[config.mk]
export PLATFORM = sky130hd
export DESIGN_NAME = vmem_wb_ctrl
export DESIGN_NICKNAME = d
export VERILOG_FILES = /design/src/rtl/vmem_pkg.sv /design/src/rtl/vmem_wb_ctrl.sv
export SDC_FILE = /design/constraint.sdc
export NUM_CORES = 1
export LEC_CHECK = 0
export CORE_AREA = 2 2 76 150
export CTS_CLUSTER_SIZE = 28
export DETAILED_ROUTE_END_ITERATION = 12
export DIE_AREA = 0 0 78 152
export DONT_BUFFER_PORTS = 1
export HOLD_SLACK_MARGIN = 0.15
export PLACE_DENSITY_LB_ADDON = 0.3
export SLEW_MARGIN = 15
export SYNTH_ARGS = -nofsm -noshare
export SYNTH_HDL_FRONTEND = slang
export SYNTH_SLANG_ARGS = --single-unit
[constraint.sdc]
create_clock -name ap_clk -period 6.6 [get_ports ap_clk]
set_input_delay 0.99 -clock ap_clk [delete_from_list [all_inputs] [get_ports ap_clk]]
set_output_delay 0.99 -clock ap_clk [all_outputs]
set_load 0.01 [all_outputs]
[src/rtl/vmem_pkg.sv]
// Shared widths, depths and register map of the vertex-property store.
// Memory is 8192 x 32 bit, built from 1024-word tiles.
// Wishbone word address carries one extra top bit for the register region.
package vmem_pkg;

	// ------------------------------------------------------------------
	// Data path
	// ------------------------------------------------------------------
	localparam int DATA_W = 32;
	localparam int BYTE_W = 8;
	// One write enable per byte lane
	localparam int SEL_W = DATA_W / BYTE_W;

	// ------------------------------------------------------------------
	// Memory geometry and timing
	// ------------------------------------------------------------------
	// 8192 words over the whole store
	localparam int MEM_ADDR_W = 13;
	// 1024 words per tile
	localparam int LEAF_ADDR_W = 10;
	// Enabled read at a tile to valid dout
	localparam int READ_LATENCY = 2;
	// Wait counter in the bus control, wide enough for READ_LATENCY
	localparam int LAT_CNT_W = $clog2(READ_LATENCY + 1);

	// ------------------------------------------------------------------
	// Bus and register map
	// ------------------------------------------------------------------
	// Top bit set selects the register region
	localparam int WB_ADDR_W = MEM_ADDR_W + 1;
	// Bit 0 write 1 starts a fill, read gives busy
	localparam logic [MEM_ADDR_W-1:0] REG_CTRL = MEM_ADDR_W'(0);
	// Fill value, full 32 bits
	localparam logic [MEM_ADDR_W-1:0] REG_FILL = MEM_ADDR_W'(1);

endpackage : vmem_pkg

[src/rtl/vmem_wb_ctrl.sv]
// Wishbone classic slave for the vertex store and its two registers.
// Memory reads ack READ_LATENCY cycles after accept, all else after one.
// Memory requests wait while a fill is pending; registers stay reachable.
// No error responses; unmapped register offsets read zero.
`timescale 1ns/1ns

module vmem_wb_ctrl (
	input  logic                            ap_clk,
	input  logic                            rst_n,
	input  logic                            cyc,
	input  logic                            stb,
	input  logic                            we,
	input  logic [vmem_pkg::WB_ADDR_W-1:0]  adr,
	input  logic [vmem_pkg::DATA_W-1:0]     dat_w,
	input  logic [vmem_pkg::SEL_W-1:0]      sel,
	output logic                            ack,
	output logic [vmem_pkg::DATA_W-1:0]     dat_r,
	output logic                            mem_en,
	output logic [vmem_pkg::SEL_W-1:0]      mem_we,
	output logic [vmem_pkg::MEM_ADDR_W-1:0] mem_addr,
	output logic [vmem_pkg::DATA_W-1:0]     mem_din,
	input  logic [vmem_pkg::DATA_W-1:0]     mem_dout,
	output logic                            fill_start,
	input  logic [vmem_pkg::MEM_ADDR_W-1:0] fill_addr,
	input  logic                            fill_en,
	input  logic                            fill_busy,
	input  logic                            fill_done
);

	import vmem_pkg::*;

	typedef enum logic {
		ST_IDLE,
		ST_WAIT
	} state_t;

	state_t                state;
	logic [LAT_CNT_W-1:0]  lat_cnt;
	logic                  accept;
	logic                  reg_hit;
	logic [MEM_ADDR_W-1:0] reg_off;
	// Fill requested or still sweeping
	logic                  fill_pending;
	logic                  fill_active;
	// Registered bus request toward memory
	logic                  bus_en_q;
	logic [SEL_W-1:0]      bus_we_q;
	logic [MEM_ADDR_W-1:0] bus_addr_q;
	logic [DATA_W-1:0]     bus_din_q;
	// Register read in progress and its data
	logic                  reg_rd_q;
	logic [DATA_W-1:0]     reg_rdata_q;
	logic [DATA_W-1:0]     fill_val;

	assign reg_hit     = adr[WB_ADDR_W-1];
	assign reg_off     = adr[MEM_ADDR_W-1:0];
	assign fill_active = fill_pending | fill_busy;

	// Only from idle, never in the ack cycle, memory held off during a fill
	assign accept = (state == ST_IDLE) & ~ack & cyc & stb & (reg_hit | ~fill_active);

	// ------------------------------------------------------------------
	// Transfer FSM and ack timing
	// ------------------------------------------------------------------
	always_ff @(posedge ap_clk or negedge rst_n) begin
		if (!rst_n) begin
			state      <= ST_IDLE;
			lat_cnt    <= '0;
			ack        <= 1'b0;
			bus_en_q   <= 1'b0;
			reg_rd_q   <= 1'b0;
			fill_start <= 1'b0;
		end else begin
			// Pulses by default
			ack        <= 1'b0;
			bus_en_q   <= 1'b0;
			fill_start <= 1'b0;
			case (state)
				ST_IDLE: begin
					if (accept) begin
						state    <= ST_WAIT;
						reg_rd_q <= reg_hit;
						bus_en_q <= ~reg_hit;
						// Memory reads wait out the tile pipeline
						lat_cnt  <= (~reg_hit & ~we) ? LAT_CNT_W'(READ_LATENCY - 1) : '0;
						fill_start <= reg_hit & we & (reg_off == REG_CTRL) & sel[0] &
							dat_w[0] & ~fill_active;
					end
				end
				ST_WAIT: begin
					if (lat_cnt == '0) begin
						ack   <= 1'b1;
						state <= ST_IDLE;
					end else begin
						lat_cnt <= lat_cnt - 1'b1;
					end
				end
				default: state <= ST_IDLE;
			endcase
		end
	end

	// Request payload, captured on accept
	always_ff @(posedge ap_clk) begin
		if (accept) begin
			bus_we_q   <= we ? sel : '0;
			bus_addr_q <= reg_off;
			bus_din_q  <= dat_w;
			if (reg_off == REG_CTRL) begin
				reg_rdata_q <= {{(DATA_W-1){1'b0}}, fill_active};
			end else if (reg_off == REG_FILL) begin
				reg_rdata_q <= fill_val;
			end else begin
				reg_rdata_q <= '0;
			end
		end
	end

	// ------------------------------------------------------------------
	// Fill value register and fill tracking
	// ------------------------------------------------------------------
	always_ff @(posedge ap_clk or negedge rst_n) begin
		if (!rst_n) begin
			fill_val     <= '0;
			fill_pending <= 1'b0;
		end else begin
			if (accept & reg_hit & we & (reg_off == REG_FILL)) begin
				for (int b = 0; b < SEL_W; b++) begin
					if (sel[b]) begin
						fill_val[b*BYTE_W +: BYTE_W] <= dat_w[b*BYTE_W +: BYTE_W];
					end
				end
			end
			// Set with the sweep start and cleared by done after busy drops
			if (fill_start) begin
				fill_pending <= 1'b1;
			end else if (fill_done) begin
				fill_pending <= 1'b0;
			end
		end
	end

	// Memory port goes to the sweep while it runs, full byte mask
	assign mem_en   = fill_en | bus_en_q;
	assign mem_we   = fill_en ? '1 : (bus_en_q ? bus_we_q : '0);
	assign mem_addr = fill_en ? fill_addr : bus_addr_q;
	assign mem_din  = fill_en ? fill_val : bus_din_q;

	assign dat_r = reg_rd_q ? reg_rdata_q : mem_dout;

	// ------------------------------------------------------------------
	// Bus protocol checks
	// ------------------------------------------------------------------
	a_ack_in_cycle: assert property (@(posedge ap_clk) disable iff (!rst_n)
		ack |-> cyc);
	a_ack_single: assert property (@(posedge ap_clk) disable iff (!rst_n)
		ack |=> !ack);
	// Sweep finishes only a fill this block started
	a_done_expected: assert property (@(posedge ap_clk) disable iff (!rst_n)
		fill_done |-> fill_pending);

endmodule : vmem_wb_ctrl

==> run metrics <==
Cell Rows=54; Req. time, crit path=5.61 ns; status=complete, no violations; ys flop type=edfxtp_1; ANT cells=0; HPWL after DPL=6860 µm; CTS tree=done; clk sink count=121; Peak supply drop=~0.29 mV; FF+latch count, synth=121; fin nets=435; Initial Util=0.485; iteration count of the initial detailed-routing pass=4; setup TNS=0 ns; critical path class=flip-flop to output pin; post-route ant nets=0; cell count after placement=452; number of global-route vias before repair=2755; GRT overflow=0; XOR/XNOR Fraction of Synth Area=0; RSZ-0062 raised after global routing=no; Clock Latency Late Sink=0.41 ns; sequence of cells on the critical path=buf_4 -> mux2_2; postcts setup bufs=0; max layer used=met4; CP bufs+invs=1; CP Data Arrival Time=1.68 ns; Critical Path Sink Type=output pin; Synth cell types=27; Crit path largest cell delay=0.43 ns; placed cell areas=5400 µm²; Detail Route met3 WL=673 µm; M1 WL=3640 µm; Finished Layout Cells=484; die area=11900 µm²; share of async-settable or async-resettable flops after synthesis=0.331; Hold Crit Class=input pin to async pin; slowest CP cell=dfrtp_1; Yosys top cell by area=edfxtp_1; maxcap violations=0; Iteration-0 DRC Markers=around 120; post-synthesis simple-gate area fraction=0.0856; share of cells above drive strength 1=0.427; initial antenna violation count=0; Layout area overhead=13.2%; number of synthesized flops with an enable pin=just over 80; DIE WIDTH=78 µm; DRC viols=0; max-slew violations=0; worst-case reg-to-reg path depth=3; Synth Area in Adders=0.00238; clk slew on worst S/H paths=0.06 ns; post-synth net total=428; Syn Area/Cell=16.2 µm²; worst-path fanout max=30; Cells after Synth=324; largest family of logic cells by synthesized area=multiplexers; Hold Vio Cnt, Final=0; Synth top area share=0.464; vias=2657; Hold-fix buffers, CTS=0; crit path time final=2.67 ns; routed len/inst=around 21 µm; H-tree depth=4; clk buf depth=2; final wirelength=10400 µm; vias per cell=between 5 and 6; Final period util=0.405; worst relative slew slack=0.270; Final Skew=0.00809 ns; mux cell area share after synthesis=0.236; fin area=just under 6000 µm²; Synthesis Warnings=0; most frequent cell after synthesis=mux2_2; Worst path depth=2; total global routing track utilization=0.177; RD Place Congestion=0.769; Least-Margin Pin Slew=between 1 and 1.5 ns; clock buffer count from CTS=17; Seq/Total Area, Yosys=0.654; # resized after CTS=0; CTS root buf=clkbuf_16; CP top delay family=flip-flops; Buffers on Ports=0; LEAKAGE=2.34 nW; most frequent cells after synthesis=108 x mux2_2, 81 x edfxtp_1, 40 x dfrtp_1; final setup vio count=0; global-route wire length before repair=15400 µm; Fmax=0.375 GHz; power density cells=351 nW/µm²; Core ar.=10800 µm²; num ports=187; Detail Route met2 WL=5760 µm; crit path launch type=flip-flop; Compound-Gate Fraction of Synth Area=0.0103; die extent in y=152 µm; overall power=2.09 mW; synthesized cell area=5250 µm²; top cells by area, synth=edfxtp_1 46%, mux2_2 23%, dfrtp_1 19%, and2_1 4.3%, clkbuf_1 0.86%; largest net degree at the start of global routing=about 80
-- per-stage QoR --
step / setup WS, ns / utilization / hold slack, ns
final: 3.93 / 0.549 / 0.277
after floorplan: 2.95 / - / 0.451
after global routing: 3.84 / 0.549 / 0.253
after CTS: 3.88 / 0.549 / 0.256
after global placement: 3.77 / 0.499 / 0.468
after detailed placement: 3.78 / 0.499 / 0.472
-- sequential cells by signal, summed over array words and instances, names as in the netlist --
| signal | cells |
|---|---|
| ack | 1 |
| state | 1 |
| reg_rd_q | 1 |
| bus_din_q | 32 |
| fill_val | 32 |
| bus_we_q | 4 |
| fill_pending | 1 |
| bus_addr_q | 13 |
| lat_cnt | 2 |
| reg_rdata_q | 32 |
| bus_en_q | 1 |
| fill_start | 1 |
-- cell families (layout without fill, tap and decap cells) --
kind of cell	after synthesis	in the layout
AOI/OAI and AO/OA	8	8
DFF	121	121
muxes	110	110
adders and majority gates	1	1
and+or+nand+nor	68	68
buffers and inverters	16	36
-- layer usage --
metal  track usage  vias to the layer above
met2         0.312                      105
li1              -                     1221
met5             0                        -
met4        0.0911                        0
met3        0.0570                       20
met1         0.182                     1311
-- cells in the final DEF (no fill, tap or decap), drive strengths merged, types with 2 or more instances in the layout --
master,count
a21o,5
a21oi,2
mux2,109
nand2,7
nor2,7
dfrtp,40
nand3,4
clkinvlp,3
edfxtp,81
nor3,4
clkbuf,23
inv,3
clkinv,5
nor4,2
nor3b,2
and2,36
-- worst paths after layout --
path / from / endpoint / slack (ns)
setup / recovery: reg_rd_q$_DFFE_PN0P_ / dat_r[31] / 3.93
hold / removal: rst_n / fill_val[18]$_DFFE_PN0P_ / 0.28
setup reg to reg: state$_DFF_PN0_ / bus_din_q[18]$_DFFE_PN_ / 4.26
hold reg to reg: fill_pending$_DFFE_PN0P_ / fill_pending$_DFFE_PN0P_ / 0.49
max in group asynchronous: rst_n / fill_val[0]$_DFFE_PN0P_ / 6.22
min in group ap_clk: fill_pending$_DFFE_PN0P_ / fill_pending$_DFFE_PN0P_ / 0.49
-- power breakdown --
part / leakage [nW] / internal, mW / switching [mW] / total, mW
Sequential: 1.31 / 0.906 / 0.0286 / 0.935
Combinational: 0.770 / 0.128 / 0.180 / 0.308
Clock: 0.260 / 0.533 / 0.312 / 0.845
Total: 2.34 / 1.57 / 0.521 / 2.09
-- area by class of cell --
cell class | count | area [µm²]
Fill cell | 861 | 4870
Sequential cell | 121 | 3430
Multi-Input combinational cell | 187 | 1770
Clock buffer | 23 | 468
Tap cell | 140 | 175
Clock inverter | 9 | 76.3
Inverter | 3 | 11.3
Timing Repair Buffer | 1 | 7.51
Note: power is estimated with default switching activity, not from simulation.
