[config.mk]
export PLATFORM = sky130hd
export DESIGN_NAME = fill_sweep
export DESIGN_NICKNAME = d
export VERILOG_FILES = /design/src/rtl/vmem_pkg.sv /design/src/rtl/fill_sweep.sv
export SDC_FILE = /design/constraint.sdc
export NUM_CORES = 1
export LEC_CHECK = 0
export BUFFER_PORTS_ARGS = -buffer_cell sky130_fd_sc_hd__buf_4
export CAP_MARGIN = 10
export CORE_ASPECT_RATIO = 0.9
export CORE_MARGIN = 4
export CORE_UTILIZATION = 50
export CTS_BUF_LIST = sky130_fd_sc_hd__clkbuf_16
export DETAILED_ROUTE_END_ITERATION = 10
export GPL_ROUTABILITY_DRIVEN = 0
export GPL_TIMING_DRIVEN = 0
export MAX_ROUTING_LAYER = met4
export PLACE_DENSITY = 0.73
export SYNTH_ARGS = -nofsm -noshare
export SYNTH_HDL_FRONTEND = slang
export SYNTH_SLANG_ARGS = --single-unit
[constraint.sdc]
create_clock -name ap_clk -period 3.5 [get_ports ap_clk]
set_clock_uncertainty 0.1 [all_clocks]
set_input_delay 0.35 -clock ap_clk [delete_from_list [all_inputs] [get_ports ap_clk]]
set_output_delay 0.35 -clock ap_clk [all_outputs]
set_load 0.005 [all_outputs]
[src/rtl/vmem_pkg.sv]
// Shared widths, depths and register map of the vertex-property store.
// Memory is 8192 x 32 bit, built from 1024-word tiles.
// Wishbone word address carries one extra top bit for the register region.
package vmem_pkg;

	// ------------------------------------------------------------------
	// Data path
	// ------------------------------------------------------------------
	localparam int DATA_W = 32;
	localparam int BYTE_W = 8;
	// One write enable per byte lane
	localparam int SEL_W = DATA_W / BYTE_W;

	// ------------------------------------------------------------------
	// Memory geometry and timing
	// ------------------------------------------------------------------
	// 8192 words over the whole store
	localparam int MEM_ADDR_W = 13;
	// 1024 words per tile
	localparam int LEAF_ADDR_W = 10;
	// Enabled read at a tile to valid dout
	localparam int READ_LATENCY = 2;
	// Wait counter in the bus control, wide enough for READ_LATENCY
	localparam int LAT_CNT_W = $clog2(READ_LATENCY + 1);

	// ------------------------------------------------------------------
	// Bus and register map
	// ------------------------------------------------------------------
	// Top bit set selects the register region
	localparam int WB_ADDR_W = MEM_ADDR_W + 1;
	// Bit 0 write 1 starts a fill, read gives busy
	localparam logic [MEM_ADDR_W-1:0] REG_CTRL = MEM_ADDR_W'(0);
	// Fill value, full 32 bits
	localparam logic [MEM_ADDR_W-1:0] REG_FILL = MEM_ADDR_W'(1);

endpackage : vmem_pkg

[src/rtl/fill_sweep.sv]
// Walks every memory word once, one per cycle, while a fill runs.
// A fill takes exactly 2**MEM_ADDR_W cycles; done pulses the cycle after.
// start during a running fill restarts the walk from word 0.
`timescale 1ns/1ns

module fill_sweep (
	input  logic                           ap_clk,
	input  logic                           rst_n,
	input  logic                           start,
	output logic                           fill_en,
	output logic [vmem_pkg::MEM_ADDR_W-1:0] fill_addr,
	output logic                           busy,
	output logic                           done
);

	import vmem_pkg::*;

	logic                  running;
	logic [MEM_ADDR_W-1:0] addr_q;
	logic                  last;

	// Last word of the store
	assign last = (addr_q == '1);

	always_ff @(posedge ap_clk or negedge rst_n) begin
		if (!rst_n) begin
			running <= 1'b0;
			addr_q  <= '0;
			done    <= 1'b0;
		end else begin
			done <= running & last;
			if (start) begin
				running <= 1'b1;
				addr_q  <= '0;
			end else if (running) begin
				// Counter wraps to 0 as the walk ends
				addr_q <= addr_q + 1'b1;
				if (last) begin
					running <= 1'b0;
				end
			end
		end
	end

	assign fill_en   = running;
	assign fill_addr = addr_q;
	assign busy      = running;

endmodule : fill_sweep

==> results.sh, run 1 <==
export IMPL_path_cells="buf_2 -> o211ai_2 -> nor4_1 -> mux2_1"
export IMPL_grt_overflow_total=0
export IMPL_hold_viol=0
export IMPL_ys_types=26
export IMPL_clk_pin_slew_ns=0.05
export IMPL_grt_use_total_pct=19.6
export IMPL_synthTopCellsByArea="dfrtp_1 (48%), nor2_1 (4.3%), mux2_1 (4.3%)"
export IMPL_drc=0
export IMPL_cts_buffer_depth=2
export IMPL_yosysTopAreaCellShare_pct=48.2
export IMPL_pin_count=19
export IMPL_syn_to_final_growth_pct=30.2
export IMPL_grt_pass1_wl_microns=3110
export IMPL_port_buffers=17
export IMPL_die_area_sq_um=2250
export IMPL_synth_adder_area_share_pct=1.61
export IMPL_cts_resized=0
export IMPL_setup_worst_path_start="busy"
export IMPL_worstPathRequired_ns=3.51
export IMPL_yosys_area_top_type="dfrtp_1"
export IMPL_syn_nets=79
export IMPL_dp_slack_ns=1.85
export IMPL_synthMuxAreaShare_pct=5.63
export IMPL_fmax_ghz=0.586
export IMPL_routed_wl_microns=1780
export IMPL_drt_antenna_violating_nets=0
export IMPL_grt_max_degree=16
export IMPL_syn_avg_cell_area_sq_um=10.4
export IMPL_die_h_microns=45.4
export IMPL_cts_buffers=3
export IMPL_critPathArrivalTime_ns=1.72
export IMPL_drive_gt1_share_pct=26.8
export IMPL_r2r_end="fill_addr[11]"
export IMPL_final_max_slew_violation_count=0
export IMPL_routedWlPerCell_microns=15.9
export IMPL_critical_path_class="flip-flop to flip-flop"
export IMPL_slowest_stage="mux2_1"
export IMPL_antenna_found_initial=0
export IMPL_cts_max_level=1
export IMPL_cp_top_family="multiplexers"
export IMPL_critPathCaptureType="flip-flop"
export IMPL_critical_path_endpoint="fill_addr[11]"
export IMPL_worst_setup_path_start_kind="flip-flop"
export IMPL_seq_area_frac_synth_pct=48.2
export IMPL_yosysWarningCount=0
export IMPL_drt_iter0_drc=9
export IMPL_crit_cells=4
export IMPL_grt_pass1_vias=676
export IMPL_routed_via_density=5.86
export IMPL_synth_area_sq_um=778
export IMPL_r2r_start="busy"
export IMPL_setup_violations=0
export IMPL_die_x_microns=49.6
export IMPL_path_buf_inv=1
export IMPL_period_share_pct=48.8
export IMPL_antenna_cells=0
export IMPL_p_leak_nw=0.478
export IMPL_synth_top_family_by_area="simple AND/OR/NAND/NOR gates"
export IMPL_worst_slew_pin_slew_ns=0.449
export IMPL_cts_root_buf="clkbuf_16"
export IMPL_layoutNonFillerInstCount=112
export IMPL_outcome="finished, final reports clean"
export IMPL_holdBufCountCts=1
export IMPL_core_area_sq_um=1460
export IMPL_postSynthCellCount=75
export IMPL_rows=13
export IMPL_rsz0062_at_grt="no"
export IMPL_place_inst=107
export IMPL_ff2ff_setup_slack_ns=1.79
export IMPL_synth_compound_area_share_pct=13.3
export IMPL_synth_seq_cells=15
export IMPL_dr_pass1_iters=4
export IMPL_cts_tree="done"
export IMPL_initial_core_util_pct=53.2
export IMPL_clock_latency_ns=0.24
export IMPL_crit_fanout=8
export IMPL_power_density_nw_per_um2=418
export IMPL_maxCapViolations=0
export IMPL_synth_xor_area_share_pct=4.50
export IMPL_hp_class="input pin to flip-flop"
export IMPL_critPathMaxStageDelay_ns=0.39
export IMPL_layout_min_cycle_time_ns=1.71
export IMPL_via_count=656
export IMPL_fin_nets=102
export IMPL_fin_tns_setup_ns=0
export IMPL_place_hpwl_microns=1150
export IMPL_cts_setup_buffers=0
export IMPL_slew_headroom_pct=70.0
export IMPL_yosys_area_share_simple_pct=22.0
export IMPL_ir_drop_v=0.000261
export IMPL_worst_slack_ns=1.79
export IMPL_cts_sinks=15
export IMPL_rr_worst_depth=4
-- metal layers --
metal / routed length (microns) / vias up / part of all wire [%] / track usage [%]
met5: 0 / - / 0 / -
met4: 57 / 0 / 3.2 / 9.94
met3: 76 / 8 / 4.3 / 5.90
met2: 838 / 18 / 47 / 31.7
met1: 812 / 318 / 46 / 22.3
li1: - / 312 / - / -
-- layout make-up --
cell class / instances / area, sq um
inverter: 4 / 15.0
clock inverter: 1 / 3.75
tap: 15 / 18.8
fill: 127 / 450
timing repair buffer: 18 / 138
clock buffer: 3 / 75.1
multi-input combinational: 52 / 367
sequential: 15 / 375
buffer: 4 / 21.3
-- cells in the mapped netlist (all sizes together) --
| cell | count |
|---|---|
| or4 | 3 |
| nor4 | 4 |
| clkbuf | 1 |
| o31ai | 3 |
| nor2b | 2 |
| nand2 | 4 |
| xor2 | 2 |
| o21bai | 1 |
| a21oi | 5 |
| nand4 | 3 |
| o2111ai | 1 |
| inv | 4 |
| mux2 | 3 |
| o21ai | 2 |
| nand3 | 2 |
| buf | 3 |
| o211ai | 1 |
| dfrtp | 15 |
| ha | 1 |
| mux2i | 1 |
| or3 | 2 |
| xnor2 | 2 |
| nor2 | 9 |
| and2 | 1 |
-- state kept, by name, indices dropped and copies added, names as in the netlist --
name	flops
busy	1
done	1
fill_addr	13
-- through the flow --
step / cell area [sq um] / hold slack [ns] / utilization [%] / power [W]
3_3_place_gp: 925 / 0.113 / 63.2 / 0.000206
2_1_floorplan: 778 / -0.0456 / - / 0.000194
4_1_cts: 1010 / 0.398 / 69.2 / 0.000424
6_report: 1010 / 0.401 / 69.2 / 0.000423
3_5_place_dp: 925 / 0.115 / 63.2 / 0.000206
5_1_grt: 1010 / 0.421 / 69.2 / 0.000442
-- worst min-delay path by stage --
stage / endpoint / cells after the start / startpoint
after floorplan: busy / 0 / rst_n
after global placement: done / 1 / rst_n
after detailed placement: fill_addr[12] / 1 / rst_n
after CTS: busy / 2 / start
after global routing: busy / 2 / start
final: busy / 2 / start
-- worst register-to-register path: stages (launching register included) --
cell      delay [ns]
dfrtp_1         0.35
buf_2           0.23
o211ai_2        0.17
nor4_1          0.33
mux2_1          0.39
-- logic make-up (layout without fill, tap and decap cells) --
family | count (synthesis) | count (layout)
simple gates | 30 | 30
compound gates | 13 | 13
mux | 4 | 4
xor+xnor | 4 | 4
buf+inv | 8 | 30
flops | 15 | 15
fa+ha+maj | 1 | 1
-- cell usage in the layout, fill, tap and decap left out --
master,n
mux2i_1,1
nor2_1,9
nor2b_1,2
o2111ai_4,1
o211ai_2,1
nand4_4,1
buf_2,2
o31ai_1,3
xnor2_1,2
mux2_1,3
and2_1,1
o21bai_1,1
dfrtp_1,15
o21ai_0,2
xor2_1,2
nand3_1,2
ha_1,1
nor4_1,4
nand2_1,4
dlygate4sd3_1,1
nand4_1,2
clkbuf_16,3
or4_1,3
a21oi_1,5
buf_4,18
inv_1,5
clkbuf_1,1
or3_1,2
-- power breakdown --
| group | internal (W) | total [W] | switching, W | leakage [nW] |
|---|---|---|---|---|
| clock network | 0.000151 | 0.000219 | 0.0000681 | 0.0423 |
| logic | 0.00000950 | 0.0000227 | 0.0000132 | 0.234 |
| registers | 0.000177 | 0.000181 | 0.00000477 | 0.202 |
| total | 0.000337 | 0.000423 | 0.0000860 | 0.478 |
Note: power is estimated with default switching activity, not from simulation.
==> run 2: changes to the inputs <==
--- a/config.mk
+++ b/config.mk
@@ -9,13 +9,13 @@
 export CAP_MARGIN = 10
 export CORE_ASPECT_RATIO = 0.9
 export CORE_MARGIN = 4
-export CORE_UTILIZATION = 50
+export CORE_UTILIZATION = 45
 export CTS_BUF_LIST = sky130_fd_sc_hd__clkbuf_16
 export DETAILED_ROUTE_END_ITERATION = 10
 export GPL_ROUTABILITY_DRIVEN = 0
 export GPL_TIMING_DRIVEN = 0
 export MAX_ROUTING_LAYER = met4
-export PLACE_DENSITY = 0.73
+export PLACE_DENSITY = 0.7
 export SYNTH_ARGS = -nofsm -noshare
 export SYNTH_HDL_FRONTEND = slang
 export SYNTH_SLANG_ARGS = --single-unit
==> constraint.sdc (replaced) <==
create_clock -name ap_clk -period 1.5 [get_ports ap_clk]
set_clock_uncertainty 0.1 [all_clocks]
set_input_delay 0.15 -clock ap_clk [delete_from_list [all_inputs] [get_ports ap_clk]]
set_output_delay 0.15 -clock ap_clk [all_outputs]
set_load 0.005 [all_outputs]
==> results.sh, run 2 (synthesis gave the netlist of run 1 again) <==
export IMPL_initial_core_util_pct=50.9
export IMPL_syn_to_final_growth_pct=49.2
export IMPL_hp_class="input pin to flip-flop"
export IMPL_worst_slew_pin_slew_ns=0.566
export IMPL_pwr_share_comb_pct=8.1
export IMPL_final_cell_mix="buf_4 (24), nor2_1 (9), dfrtp_1 (8), dfrtp_2 (7), inv_1 (5)"
export IMPL_cts_sinks=15
export IMPL_worstPathRequired_ns=1.52
export IMPL_setup_worst_path_start="fill_addr[4]"
export IMPL_cts_root_buf="clkbuf_16"
export IMPL_rr_worst_depth=3
export IMPL_nFillCells=125
export IMPL_cts_tree="done"
export IMPL_drt_iter0_drc=13
export IMPL_crit_fanout=8
export IMPL_place_hpwl_microns=1170
export IMPL_outcome="finished, final reports clean"
export IMPL_layout_min_cycle_time_ns=1.49
export IMPL_fmax_ghz=0.672
export IMPL_antenna_found_initial=0
export IMPL_die_x_microns=51.8
export IMPL_critPathMaxStageDelay_ns=0.41
export IMPL_period_share_pct=99.2
export IMPL_grt_overflow_total=0
export IMPL_rows=13
export IMPL_cts_max_level=1
export IMPL_worst_setup_path_start_kind="flip-flop"
export IMPL_clk_pin_slew_ns=0.05
export IMPL_r2r_end="fill_addr[9]"
export IMPL_drc=0
export IMPL_hold_viol=0
export IMPL_clock_latency_ns=0.24
export IMPL_netSwitchingPower_w=0.000208
export IMPL_whs_ns=0.190
export IMPL_dp_slack_ns=-0.132
export IMPL_critPathCaptureType="flip-flop"
export IMPL_layout_cells_most_common="buf_4"
export IMPL_ff2ff_setup_slack_ns=0.01
export IMPL_die_h_microns=47.5
export IMPL_largest_reg_flops=13
export IMPL_dr_pass1_iters=4
export IMPL_critical_path_endpoint="fill_addr[9]"
export IMPL_slowest_stage="dfrtp_2"
export IMPL_rsz0062_at_grt="yes"
export IMPL_grt_max_degree=16
export IMPL_p_sw_share_pct=20.5
export IMPL_port_buffers=17
export IMPL_drive_gt1_share_pct=48.1
export IMPL_core_area_sq_um=1530
export IMPL_die_area_sq_um=2460
export IMPL_internal_power_w=0.000805
export IMPL_seq_area_sq_um=384
export IMPL_via_count=675
export IMPL_grt_pass1_vias=658
export IMPL_routed_wl_microns=1890
export IMPL_critPathArrivalTime_ns=1.51
export IMPL_final_max_slew_violation_count=0
export IMPL_slew_headroom_pct=62.3
export IMPL_grt_use_total_pct=18.1
export IMPL_routedWlPerCell_microns=15.0
export IMPL_ir_drop_v=0.00115
export IMPL_grt_pass1_wl_microns=3080
export IMPL_cts_buffers=3
export IMPL_cts_buffer_depth=2
export IMPL_p_leak_nw=0.518
export IMPL_antenna_cells=0
export IMPL_p_seq_share_pct=41.8
export IMPL_p_clk_share_pct=50.1
export IMPL_maxCapViolations=0
export IMPL_power_density_nw_per_um2=873
export IMPL_routed_via_density=5.36
export IMPL_multi_input_area_sq_um=434
export IMPL_drt_antenna_violating_nets=0
export IMPL_critical_path_class="flip-flop to flip-flop"
export IMPL_worst_slack_ns=0.0119
export IMPL_fin_nets=109
export IMPL_r2r_start="fill_addr[4]"
export IMPL_pin_count=19
export IMPL_setup_violations=0
export IMPL_path_cells="nand4_4 -> nor4_2 -> mux2_1"
[run 2: stage by stage]
step                      total power, W  utilization [%]  setup TNS, ns  instance area, sq um  instances
after global placement          0.000484             61.9         -0.221                   946        114
final                            0.00101             75.9              0                  1160        126
after detailed placement        0.000487             61.9         -0.322                   946        114
after CTS                        0.00102             74.1       -0.00458                  1130        126
after floorplan                 0.000458                -              0                   791         75
after global routing             0.00106             75.9         -0.259                  1160        126
[run 2: worst max-delay path: cells and delay by family, from the launching register on]
family,cells,cell delay [ns]
muxes,1,0.35
DFF,1,0.41
and+or+nand+nor,2,0.52
[run 2: routing by layer]
metal  global-route usage, %  part of all wire [%]  vias to the layer above
met5                       -                     0                        -
met3                    4.98                   4.8                        2
met2                    32.3                    53                       19
li1                        -                     -                      326
met4                    4.71                  0.53                        0
met1                    20.1                    42                      328
[run 2: worst min-delay path by stage]
stage                from   end  slack, ns  cells past startpoint
floorplan           rst_n  busy      -0.25                      0
global placement    rst_n  done      -0.09                      1
detailed placement  rst_n  done      -0.09                      1
CTS                 start  busy       0.19                      2
global route        rst_n  done       0.20                      2
finish              start  busy       0.19                      2
[run 2: what timing repair did]
item	in CTS	in global routing
setup endpoints to repair	6	8
hold buffers	1	0
gates resized for setup	14	7
pin swaps	2	3
setup buffers	7	0
cloned	0	0
hold endpoints to repair	15	0
[run 2: power by group through the flow]
stage / combinational, W / sequential, W / clock, W
2_1_floorplan: 0.0000271 / 0.000431 / 0
3_3_place_gp: 0.0000526 / 0.000432 / 0
3_5_place_dp: 0.0000545 / 0.000432 / 0
4_1_cts: 0.0000813 / 0.000423 / 0.000511
5_1_grt: 0.0000932 / 0.000424 / 0.000540
6_report: 0.0000819 / 0.000424 / 0.000508
[run 2: cell type report]
cell class / instances / area share [%]
Multi-Input combinational cell: 52 / 37.4
Inverter: 4 / 1.29
Buffer: 4 / 2.37
Clock buffer: 3 / 6.47
Sequential cell: 15 / 33.1
Tap cell: 22 / 2.37
Timing Repair Buffer: 25 / 16.7
Clock inverter: 1 / 0.323
